<file path="config.mk">
export PLATFORM = sky130hd
export DESIGN_NAME = clint_timer
export DESIGN_NICKNAME = d
export VERILOG_FILES = /design/src/hw/bus_pkg.sv /design/src/hw/clint_timer.sv
export SDC_FILE = /design/constraint.sdc
export NUM_CORES = 1
export LEC_CHECK = 0
export BUFFER_PORTS_ARGS = -buffer_cell sky130_fd_sc_hd__buf_2
export CAP_MARGIN = 40
export CORE_MARGIN = 2
export CORE_UTILIZATION = 60
export CTS_CLUSTER_DIAMETER = 120
export DETAILED_ROUTE_END_ITERATION = 8
export GPL_ROUTABILITY_DRIVEN = 0
export PLACE_DENSITY = 0.84
export SYNTH_ARGS = -nofsm -noshare
export SYNTH_HDL_FRONTEND = slang
export SYNTH_SLANG_ARGS = --single-unit
</file>
<file path="constraint.sdc">
create_clock -name clock -period 4.3 [get_ports clock]
set_input_delay 0.645 -clock clock [delete_from_list [all_inputs] [get_ports clock]]
set_output_delay 0.645 -clock clock [all_outputs]
set_load 0.05 [all_outputs]
</file>
<file path="src/hw/bus_pkg.sv">
package bus_pkg;

	typedef logic [31:0] addr_t;
	typedef logic [63:0] data_t;
	typedef logic [31:0] word_t;
	typedef logic [7:0]  strb_t;
	typedef logic [2:0]  size_t;
	typedef logic [1:0]  resp_t;

	localparam resp_t resp_okay   = 2'b00;
	localparam resp_t resp_decerr = 2'b11;

	// Core-local timer window, inclusive on both ends.
	localparam addr_t clint_base = 32'h0200_0000;
	localparam addr_t clint_last = 32'h0200_ffff;

	typedef struct packed {
		addr_t addr;
		size_t size;
	} ar_req_t;

	typedef struct packed {
		data_t data;
		resp_t resp;
	} r_rsp_t;

	typedef struct packed {
		word_t data;
		resp_t resp;
	} fetch_rsp_t;

	typedef struct packed {
		word_t data;
		resp_t resp;
	} word_rsp_t;

	typedef struct packed {
		addr_t addr;
		size_t size;
	} aw_req_t;

	typedef struct packed {
		data_t data;
		strb_t strb;
	} w_req_t;

endpackage

</file>
<file path="src/hw/clint_timer.sv">
`timescale 1ns/1ps

module clint_timer (
	input  logic                clock,
	input  logic                rst_n,

	input  bus_pkg::addr_t      clint_ar,
	input  logic                clint_ar_valid,
	output logic                clint_ar_ready,
	output bus_pkg::word_rsp_t  clint_r,
	output logic                clint_r_valid,
	input  logic                clint_r_ready
);

	logic [63:0] mtime_q;
	logic        ar_hs;

	assign clint_ar_ready = !clint_r_valid;
	assign ar_hs          = clint_ar_valid && clint_ar_ready;

	always_ff @(posedge clock or negedge rst_n) begin
		if (!rst_n)
			mtime_q <= '0;
		else
			mtime_q <= mtime_q + 64'd1;
	end

	always_ff @(posedge clock or negedge rst_n) begin
		if (!rst_n) begin
			clint_r_valid <= 1'b0;
		end else begin
			if (ar_hs)
				clint_r_valid <= 1'b1;
			else if (clint_r_ready)
				clint_r_valid <= 1'b0;
		end
	end

	// Bit 2 picks the high half of mtime.
	always_ff @(posedge clock) begin
		if (ar_hs) begin
			clint_r.data <= clint_ar[2] ? mtime_q[63:32] : mtime_q[31:0];
			clint_r.resp <= bus_pkg::resp_okay;
		end
	end

endmodule

</file>
==> flow_summary_export.csv <==
group,metric,value,unit
outcome,outcome,"completed",
sta,setup_slack,1650,ps
layout,final_cell_mix,"65 x dfrtp_1, 38 x buf_2, 32 x edfxtp_1",
sta,tns,0,ps
place,hpwl,5.57,mm
global_route,grt_max_degree,37,
sta,maxSlewViolCount,0,
drt,drc,0,
floorplan,die_y,89.0,um
layout,fin_util,0.704,
floorplan,initial_core_util,0.628,
setup_path,r2r-start,"mtime_q[2]",
synthesis,synth_top_area_cell,"dfrtp_1",
setup_path,ff2ff_setup_slack,1650,ps
synthesis,yosysTopAreaCellShare,0.375,
sta,finalCritPeriodShare,0.616,
layout,fill_cells,485,
layout,final-seq-area,0.00259,mm2
sta,fin_worst_skew,8.38,ps
drt,drt-total-wl,8.27,mm
clocking,htreeDepth,3,
place,dp_slack,1850,ps
sta,tightest_slew,964,ps
drt,dr.pass1.iters,6,
clocking,cts_setup_buffers,0,
clocking,cts_buffers,9,
setup_path,rr_worst_depth,5,
global_route,grt_pass1_wl,13.6,mm
global_route,antenna_found_initial,0,
setup_path,cp-start-kind,"flip-flop",
synthesis,synth_cells,350,
setup_path,crit-reg2reg-capture,"mtime_q[63]",
synthesis,ys_warn_count,0,
layout,multi_input_area,0.00167,mm2
floorplan,core.rowCount,30,
run,cap_violations,0,
synthesis,ys_types,31,
floorplan,dieArea,0.00793,mm2
layout,area_growth,12.0,%
global_route,grt.total_usage,0.228,
setup_path,critPathCaptureType,"flip-flop",
floorplan,io_pins,72,
drt,vias,2855,
layout,fin_cells,497,
sta,maxSlewHeadroom,0.352,
drt,post_drt_via_cell_ratio,5.74,
pwr,finalPower,1750,uW
drt,route.antenna.remaining_nets,0,
sta,rsz0062_at_grt,"no",
synthesis,ys_top_cells_by_area,"dfrtp_1 37%, edfxtp_1 22%, mux2_2 7.3%, xnor2_1 6.3%, xor2_1 6.1%",
clocking,clock_path_buffers,2,
layout,drive_gt1_frac,0.234,
hold_path,min_path_type,"in2async",
setup_path,critPathRequiredTime,4580,ps
sta,finalHoldViolations,0,
layout,num-nets-final,433,
global_route,grt_pass1_vias,2704,
sta,post-route-min-period,2650,ps
clocking,clkSlewWorstSetupHoldPaths,90,ps
setup_path,path_max_fanout,8,
pwr,leakage,0.00214,uW
synthesis,ys_ff_latch,97,
setup_path,worstPathArrival,2930,ps
floorplan,fp.dieW,89.0,um
clocking,cts_repair_resize_count,0,
pwr,ir_worst_vdd,0.000244,V
drt,wire_per_inst,16.6,um
place,dp_cells,481,
place,io_buffers,38,
clocking,numClockSinks,97,
pwr,p_per_area,359,mW/mm2
synthesis,yosysSeqAreaShare,0.596,
synthesis,syn_area,0.00434,mm2
clocking,holdBufCountCts,0,
synthesis,syn_avg_cell_area,12.4,um2
clocking,clock_latency,360,ps
layout,num_antenna_cells,0,
drt,drt_iter0_drc,192,
sta,finalSetupViolCount,0,
clocking,cts_tree,"yes",
floorplan,core,0.00691,mm2
sta,max_freq,0.378,GHz
global_route,grt_remaining_overflow,0,
layout,final_common_cell,"dfrtp_1",
setup_path,path_class,"reg2reg",
clocking,cts_root_buffer,"clkbuf_8",
==> critical path, stage by stage (launching register included) <==
cell	delay [ps]
dfrtp_1	440
nand4_1	310
nor4_2	930
nand3_1	450
nor3_2	250
xor2_1	190
==> per-stage QoR <==
step / area [um2] / hold slack (ps)
CTS: 4860 / 98.5
floorplan: 4340 / 349
finish: 4860 / 108
global route: 4860 / 94.4
detailed placement: 4660 / 474
global placement: 4640 / 454
==> kinds of logic after synthesis <==
kind of cell | count (synthesis) | share of synthesized area
mux | 28 | 0.0727
buf+inv | 22 | 0.0208
compound gates | 6 | 0.00750
simple gates | 134 | 0.176
fa+ha+maj | 1 | 0.00288
other cells | 1 | 0.000864
flops | 97 | 0.596
xor+xnor | 61 | 0.123
==> layer usage <==
layer | track usage | vias to the layer above | share of wire
met5 | 0 | - | 0
met4 | 0.0801 | 0 | 0.012
met3 | 0.0397 | 13 | 0.046
met2 | 0.353 | 105 | 0.49
met1 | 0.329 | 1410 | 0.45
li1 | - | 1327 | -
==> layout make-up <==
| class | count | area share |
|---|---|---|
| Clock buffer | 13 | 0.0286 |
| Clock inverter | 3 | 0.0134 |
| Inverter | 15 | 0.0116 |
| Multi-Input combinational cell | 232 | 0.343 |
| Sequential cell | 97 | 0.532 |
| Tap cell | 96 | 0.0247 |
| Timing Repair Buffer | 41 | 0.0463 |
==> worst max-delay path by stage <==
stage	from	to
global placement	mtime_q[2]	mtime_q[63]
floorplan	clint_ar_valid	clint_r[10]
CTS	mtime_q[2]	mtime_q[63]
detailed placement	mtime_q[2]	mtime_q[63]
finish	mtime_q[2]	mtime_q[63]
global route	mtime_q[2]	mtime_q[63]
==> Yosys cell counts <==
| library cell | instances |
|---|---|
| xnor2_1 | 31 |
| or3_1 | 1 |
| nor4_2 | 4 |
| nand4_4 | 2 |
| nor2_1 | 24 |
| nor4_4 | 1 |
| buf_4 | 2 |
| nand4_1 | 23 |
| or4_4 | 1 |
| and3_1 | 2 |
| clkbuf_1 | 2 |
| o21bai_1 | 1 |
| ha_1 | 1 |
| o21ai_0 | 5 |
| nand4_2 | 1 |
| and4_1 | 1 |
| mux2_2 | 28 |
| or2_1 | 1 |
| nor3_2 | 1 |
| inv_1 | 15 |
| conb_1 | 1 |
| nor3_1 | 13 |
| buf_1 | 3 |
| xor2_1 | 30 |
| edfxtp_1 | 32 |
| nor2b_1 | 2 |
| or2_2 | 2 |
| nand3_1 | 20 |
| dfrtp_1 | 65 |
| nand2_1 | 25 |
| nor4_1 | 10 |
==> where the power goes <==
| group | switching (uW) | internal (uW) | leakage, uW |
|---|---|---|---|
| clock network | 294 | 328 | 0.000102 |
| registers | 5.07 | 976 | 0.00121 |
| logic | 119 | 24.9 | 0.000833 |
| total | 417 | 1330 | 0.00214 |
==> registers in the layout, summed over array words and instances (netlist names) <==
signal         count
mtime_q           64
clint_r_valid      1
clint_r           32
Note: power is estimated with default switching activity, not from simulation.
