===== config.mk =====
export PLATFORM = sky130hd
export DESIGN_NAME = bus_xbar
export DESIGN_NICKNAME = d
export VERILOG_FILES = /design/src/hw/bus_pkg.sv /design/src/hw/bus_xbar.sv
export SDC_FILE = /design/constraint.sdc
export NUM_CORES = 1
export LEC_CHECK = 0
export BUFFER_PORTS_ARGS = -buffer_cell sky130_fd_sc_hd__buf_4
export CAP_MARGIN = 10
export CORE_AREA = 2 2 225 227
export DETAILED_ROUTE_END_ITERATION = 8
export DIE_AREA = 0 0 227 229
export SYNTH_ARGS = -nofsm -noshare
export SYNTH_HDL_FRONTEND = slang
export SYNTH_SLANG_ARGS = --single-unit

===== constraint.sdc =====
create_clock -name clock -period 4.9 [get_ports clock]
set_input_delay 0.735 -clock clock [delete_from_list [all_inputs] [get_ports clock]]
set_output_delay 0.735 -clock clock [all_outputs]
set_load 0.05 [all_outputs]

===== src/hw/bus_pkg.sv =====
package bus_pkg;

	typedef logic [31:0] addr_t;
	typedef logic [63:0] data_t;
	typedef logic [31:0] word_t;
	typedef logic [7:0]  strb_t;
	typedef logic [2:0]  size_t;
	typedef logic [1:0]  resp_t;

	localparam resp_t resp_okay   = 2'b00;
	localparam resp_t resp_decerr = 2'b11;

	// Core-local timer window, inclusive on both ends.
	localparam addr_t clint_base = 32'h0200_0000;
	localparam addr_t clint_last = 32'h0200_ffff;

	typedef struct packed {
		addr_t addr;
		size_t size;
	} ar_req_t;

	typedef struct packed {
		data_t data;
		resp_t resp;
	} r_rsp_t;

	typedef struct packed {
		word_t data;
		resp_t resp;
	} fetch_rsp_t;

	typedef struct packed {
		word_t data;
		resp_t resp;
	} word_rsp_t;

	typedef struct packed {
		addr_t addr;
		size_t size;
	} aw_req_t;

	typedef struct packed {
		data_t data;
		strb_t strb;
	} w_req_t;

endpackage


===== src/hw/bus_xbar.sv =====
`timescale 1ns/1ps

module bus_xbar (
	input  logic                 clock,
	input  logic                 rst_n,

	input  bus_pkg::ar_req_t     fetch_ar,
	input  logic                 fetch_ar_valid,
	output logic                 fetch_ar_ready,
	output bus_pkg::fetch_rsp_t  fetch_r,
	output logic                 fetch_r_valid,
	input  logic                 fetch_r_ready,

	input  bus_pkg::ar_req_t     lsu_ar,
	input  logic                 lsu_ar_valid,
	output logic                 lsu_ar_ready,
	output bus_pkg::r_rsp_t      lsu_r,
	output logic                 lsu_r_valid,
	input  logic                 lsu_r_ready,

	input  bus_pkg::aw_req_t     lsu_aw,
	input  bus_pkg::w_req_t      lsu_w,
	input  logic                 lsu_aw_valid,
	input  logic                 lsu_w_valid,
	output logic                 lsu_aw_ready,
	output logic                 lsu_w_ready,
	output bus_pkg::resp_t       lsu_b,
	output logic                 lsu_b_valid,
	input  logic                 lsu_b_ready,

	output bus_pkg::ar_req_t     mem_ar,
	output logic                 mem_ar_valid,
	input  logic                 mem_ar_ready,
	input  bus_pkg::r_rsp_t      mem_r,
	input  logic                 mem_r_valid,
	output logic                 mem_r_ready,

	output bus_pkg::aw_req_t     mem_aw,
	output bus_pkg::w_req_t      mem_w,
	output logic                 mem_aw_valid,
	output logic                 mem_w_valid,
	input  logic                 mem_aw_ready,
	input  logic                 mem_w_ready,
	input  bus_pkg::resp_t       mem_b,
	input  logic                 mem_b_valid,
	output logic                 mem_b_ready,

	output bus_pkg::addr_t       clint_ar,
	output logic                 clint_ar_valid,
	input  logic                 clint_ar_ready,
	input  bus_pkg::word_rsp_t   clint_r,
	input  logic                 clint_r_valid,
	output logic                 clint_r_ready
);

	typedef enum logic [1:0] {
		st_idle,
		st_fetch,
		st_lsu
	} xbar_state_t;

	xbar_state_t state_q, state_d;
	logic        ar_sent_q;
	logic        sel_clint_q;
	logic        addr2_q;
	logic        lsu_is_clint;
	logic        fetch_ar_hs, lsu_ar_hs, rd_done;

	assign lsu_is_clint = (lsu_ar.addr >= bus_pkg::clint_base) &&
	                      (lsu_ar.addr <= bus_pkg::clint_last);

	assign fetch_ar_hs = fetch_ar_valid && fetch_ar_ready;
	assign lsu_ar_hs   = lsu_ar_valid && lsu_ar_ready;
	assign rd_done     = (fetch_r_valid && fetch_r_ready) || (lsu_r_valid && lsu_r_ready);

	always_comb begin
		state_d = state_q;
		unique case (state_q)
			st_idle: begin
				// Fetch has priority over load/store.
				if (fetch_ar_valid)
					state_d = st_fetch;
				else if (lsu_ar_valid)
					state_d = st_lsu;
			end
			st_fetch, st_lsu: begin
				if (rd_done)
					state_d = st_idle;
			end
			default: state_d = st_idle;
		endcase
	end

	always_ff @(posedge clock or negedge rst_n) begin
		if (!rst_n) begin
			state_q     <= st_idle;
			ar_sent_q   <= 1'b0;
			sel_clint_q <= 1'b0;
		end else begin
			state_q <= state_d;
			if (rd_done)
				ar_sent_q <= 1'b0;
			else if (fetch_ar_hs || lsu_ar_hs)
				ar_sent_q <= 1'b1;
			if (fetch_ar_hs)
				sel_clint_q <= 1'b0;
			else if (lsu_ar_hs)
				sel_clint_q <= lsu_is_clint;
		end
	end

	// Selects the fetch word within the 64-bit beat.
	always_ff @(posedge clock) begin
		if (fetch_ar_hs)
			addr2_q <= fetch_ar.addr[2];
	end

	// One address per grant; the response routing uses the captured target.
	always_comb begin
		mem_ar         = '0;
		mem_ar_valid   = 1'b0;
		clint_ar       = '0;
		clint_ar_valid = 1'b0;
		fetch_ar_ready = 1'b0;
		lsu_ar_ready   = 1'b0;
		if (state_q == st_fetch && !ar_sent_q) begin
			mem_ar.addr    = fetch_ar.addr;
			mem_ar.size    = 3'd2;
			mem_ar_valid   = fetch_ar_valid;
			fetch_ar_ready = mem_ar_ready;
		end else if (state_q == st_lsu && !ar_sent_q) begin
			if (lsu_is_clint) begin
				clint_ar       = lsu_ar.addr;
				clint_ar_valid = lsu_ar_valid;
				lsu_ar_ready   = clint_ar_ready;
			end else begin
				mem_ar       = lsu_ar;
				mem_ar_valid = lsu_ar_valid;
				lsu_ar_ready = mem_ar_ready;
			end
		end
	end

	assign fetch_r.data  = addr2_q ? mem_r.data[63:32] : mem_r.data[31:0];
	assign fetch_r.resp  = mem_r.resp;
	assign fetch_r_valid = (state_q == st_fetch) && mem_r_valid;

	assign lsu_r.data  = sel_clint_q ? {32'b0, clint_r.data} : mem_r.data;
	assign lsu_r.resp  = sel_clint_q ? clint_r.resp : mem_r.resp;
	assign lsu_r_valid = (state_q == st_lsu) && (sel_clint_q ? clint_r_valid : mem_r_valid);

	assign mem_r_ready   = ((state_q == st_fetch) && fetch_r_ready) ||
	                       ((state_q == st_lsu) && !sel_clint_q && lsu_r_ready);
	assign clint_r_ready = (state_q == st_lsu) && sel_clint_q && lsu_r_ready;

	// Writes bypass the read arbiter entirely.
	assign mem_aw       = lsu_aw;
	assign mem_aw_valid = lsu_aw_valid;
	assign lsu_aw_ready = mem_aw_ready;
	assign mem_w        = lsu_w;
	assign mem_w_valid  = lsu_w_valid;
	assign lsu_w_ready  = mem_w_ready;
	assign lsu_b        = mem_b;
	assign lsu_b_valid  = mem_b_valid;
	assign mem_b_ready  = lsu_b_ready;

	// A stalled response keeps its grant and reaches the master unchanged.
	a_grant_held: assert property (@(posedge clock) disable iff (!rst_n)
		(fetch_r_valid && !fetch_r_ready) || (lsu_r_valid && !lsu_r_ready)
		|=> $stable(state_q) && $stable(fetch_r_valid) && $stable(lsu_r_valid) &&
			$stable(fetch_r) && $stable(lsu_r));

	a_one_reader: assert property (@(posedge clock) disable iff (!rst_n)
		!(fetch_ar_ready && lsu_ar_ready));

endmodule


==> summary.md <==
| Metric | Value |
|---|---|
| First-pass GRT wire length | 25500 um |
| Final non-filler cell area | 0.00538 sq mm |
| Hold Fails Final Rpt | 0 |
| Final worst-path setup slack | 1660 ps |
| Worst slew pin tran | 881 ps |
| Post-CTS Hold Fix Bufs | 0 |
| Overall power consumption | 1.58 mW |
| R2r setup slk | 2620 ps |
| Crit path max-delay cell type | nor2b_4 |
| Layout area overhead | 82.6% |
| CP Launch Type | register |
| Vias in the first global route | 3398 |
| Initial drt markers | 52 |
| GP Congestion | 0.695 |
| Congestion Overflow GR | 0 |
| MaxCap Viol Count | 0 |
| Slew HR | 41.1% |
| DRC violations left | 0 |
| Worst r2r path cells | 4 |
| CTS Buf Count | 3 |
| Setup tns final | 0 ps |
| Initial DRT Pass Iterations | 4 |
| Kind of critical path | reg -> out |
| Die area | 0.0520 sq mm |
| Clock Skews | 2.13 ps |
| RSZ-0062 raised after global routing | no |
| Post-route antenna net violation count | 0 |
| CP top delay family | simple AND/OR/NAND/NOR gates |
| Pleak | 2.42 nW |
| Reg clk slew, reported paths | 40 ps |
| CP Data Required Time | 4160 ps |
| Initial antenna violation count | 6 |
| Worst Path Arrival | 2500 ps |
| Buf/Inv on CP | 2 |
| Worst Setup SP | state_q[1]$_DFFE_PN0P_ |
| Async SR Flop Fraction | 80.0% |
| Tmin final | 3240 ps |
| Cell count after synthesis | 376 |
| Top FF cell, synth | dfrtp_1 |
| DR WL/cell | 16.8 um |
| Period utilization | 66.1% |
| Final core utilization | 10.8% |
| Pin count of the biggest net entering global routing | 68 |
| Starting density of the core | 5.93% |
| Dpl ws | 1840 ps |
| Crit path cell chain | inv_1 > ha_1 > nor2b_4 > a32o_1 > buf_4 |
| N_diodes | 0 |
| Setup Viol. Count Final | 0 |
| Unique masters post-synth | 34 |
| Die Y | 229 um |
| Share of cells above drive strength 1 | 72.4% |
| Worst Setup End Kind | output pin |
| DP Wirelength | 19000 um |
| Bufs on Longest Clock Path | 2 |
| Row count | 82 |
| CP peak stage delay | 810 ps |
| Non-filler cells, final | 1248 |
| Peak VDD IR | 0.000335 V |
| Mapped Area | 0.00294 sq mm |
| Seq/Total Area, Yosys | 4.42% |
| Dpl cell area | 0.00530 sq mm |
| Avg Cell Area, Syn | 7.83 sq um |
| Critical-path maximum fanout | 35 |
| Max H-tree Level | 1 |
| Worst-Skew Late Latency | 230 ps |
| Via density per instance | 2.83 |
| FMAX | 309 MHz |
| Final net count | 875 |
| Final Max Slew Viols | 0 |
| Dpl cells | 1244 |
| Pwr per Cell Area | 294 mW/mm^2 |
| Die Wd | 227 um |
| Yosys warning count | 0 |
| # port buffers | 336 |
| FF+latch count, synth | 5 |
| # resized after CTS | 0 |
| Reg-to-Reg End | addr2_q$_DFFE_PP_ |
| CTS Sinks | 5 |
| Hold_ws | 299 ps |
| Clock Tree Root | clkbuf_16 |
| DR vias | 3530 |
| # IOs | 585 |
| Status | finished, final reports clean |
| Min-Delay Path Class | in -> async |
| Reg2Reg Launch Point | state_q[1]$_DFFE_PN0P_ |
| Total GRT Usage | 7.11% |
| WL final | 21000 um |
| Number of synthesized flops with an enable pin | 1 |
| Core Footprint | 0.0497 sq mm |
| Post-CTS Setup Repair Bufs | 0 |
| TritonCTS clock tree | built |
==> cells in the final DEF (no fill, tap or decap), types with 4 or more instances in the layout <==
cell type / n
a22o_1: 15
a32o_1: 17
and3_1: 7
buf_4: 340
conb_1: 15
inv_1: 6
mux2_2: 66
nand2_1: 21
nor2_1: 18
nor2b_1: 33
o21ai_0: 4
==> flip-flops by register name, summed over array words and instances, names as in the netlist <==
name,cells
addr2_q,1
ar_sent_q,1
sel_clint_q,1
state_q,2
==> Yosys cell counts, types with 2 or more instances <==
cell type / n / area (sq um)
buf_4: 132 / 991
mux2_2: 66 / 743
nor2b_1: 34 / 213
nand2_1: 21 / 78.8
nor2_1: 18 / 67.6
a32o_1: 17 / 170
a22o_1: 15 / 131
clkbuf_1: 15 / 56.3
buf_2: 8 / 40.0
and3_1: 7 / 43.8
inv_1: 6 / 22.5
dfrtp_1: 4 / 100
o21ai_0: 4 / 20.0
and2_1: 3 / 18.8
ha_1: 3 / 37.5
nor4_1: 3 / 18.8
a2bb2oi_1: 2 / 17.5
buf_1: 2 / 7.51
==> where the power goes <==
part	internal (mW)	leakage, nW	switching [mW]
Sequential	0.0550	0.0591	0.0115
Combinational	0.455	2.32	0.924
Clock	0.108	0.0382	0.0277
Total	0.618	2.42	0.963
==> routing by layer <==
| layer | track usage [%] | share of wire [%] | wire [um] |
|---|---|---|---|
| met1 | 5.51 | 29 | 6060 |
| met2 | 15.3 | 56 | 11700 |
| met3 | 2.76 | 13 | 2650 |
| met4 | 2.17 | 2.8 | 599 |
| met5 | 0 | 0 | 0 |
==> layout make-up <==
class | count | area [sq um]
multi-input cells | 221 | 1750
flip-flops and latches | 5 | 131
well taps | 672 | 841
inverters | 6 | 22.5
repair buffers | 340 | 2550
clock buffers | 4 | 78.8
fillers | 5787 | 44300
==> cell families after synthesis <==
group           share of synthesized area, %
mux                                     26.1
fa+ha+maj                               1.28
buf+inv                                 38.3
flops                                   4.42
compound gates                          13.3
other cells                            0.127
simple gates                            16.4
==> worst max path at each step <==
stage,cells after the start,to,slack [ps]
6_report,5,mem_ar[13],1660
3_5_place_dp,5,mem_ar[13],1840
3_3_place_gp,6,mem_ar[13],1880
4_1_cts,5,mem_ar[13],1580
2_1_floorplan,5,clint_ar[10],1910
5_1_grt,5,mem_ar[13],1470
Note: power is estimated with default switching activity, not from simulation.
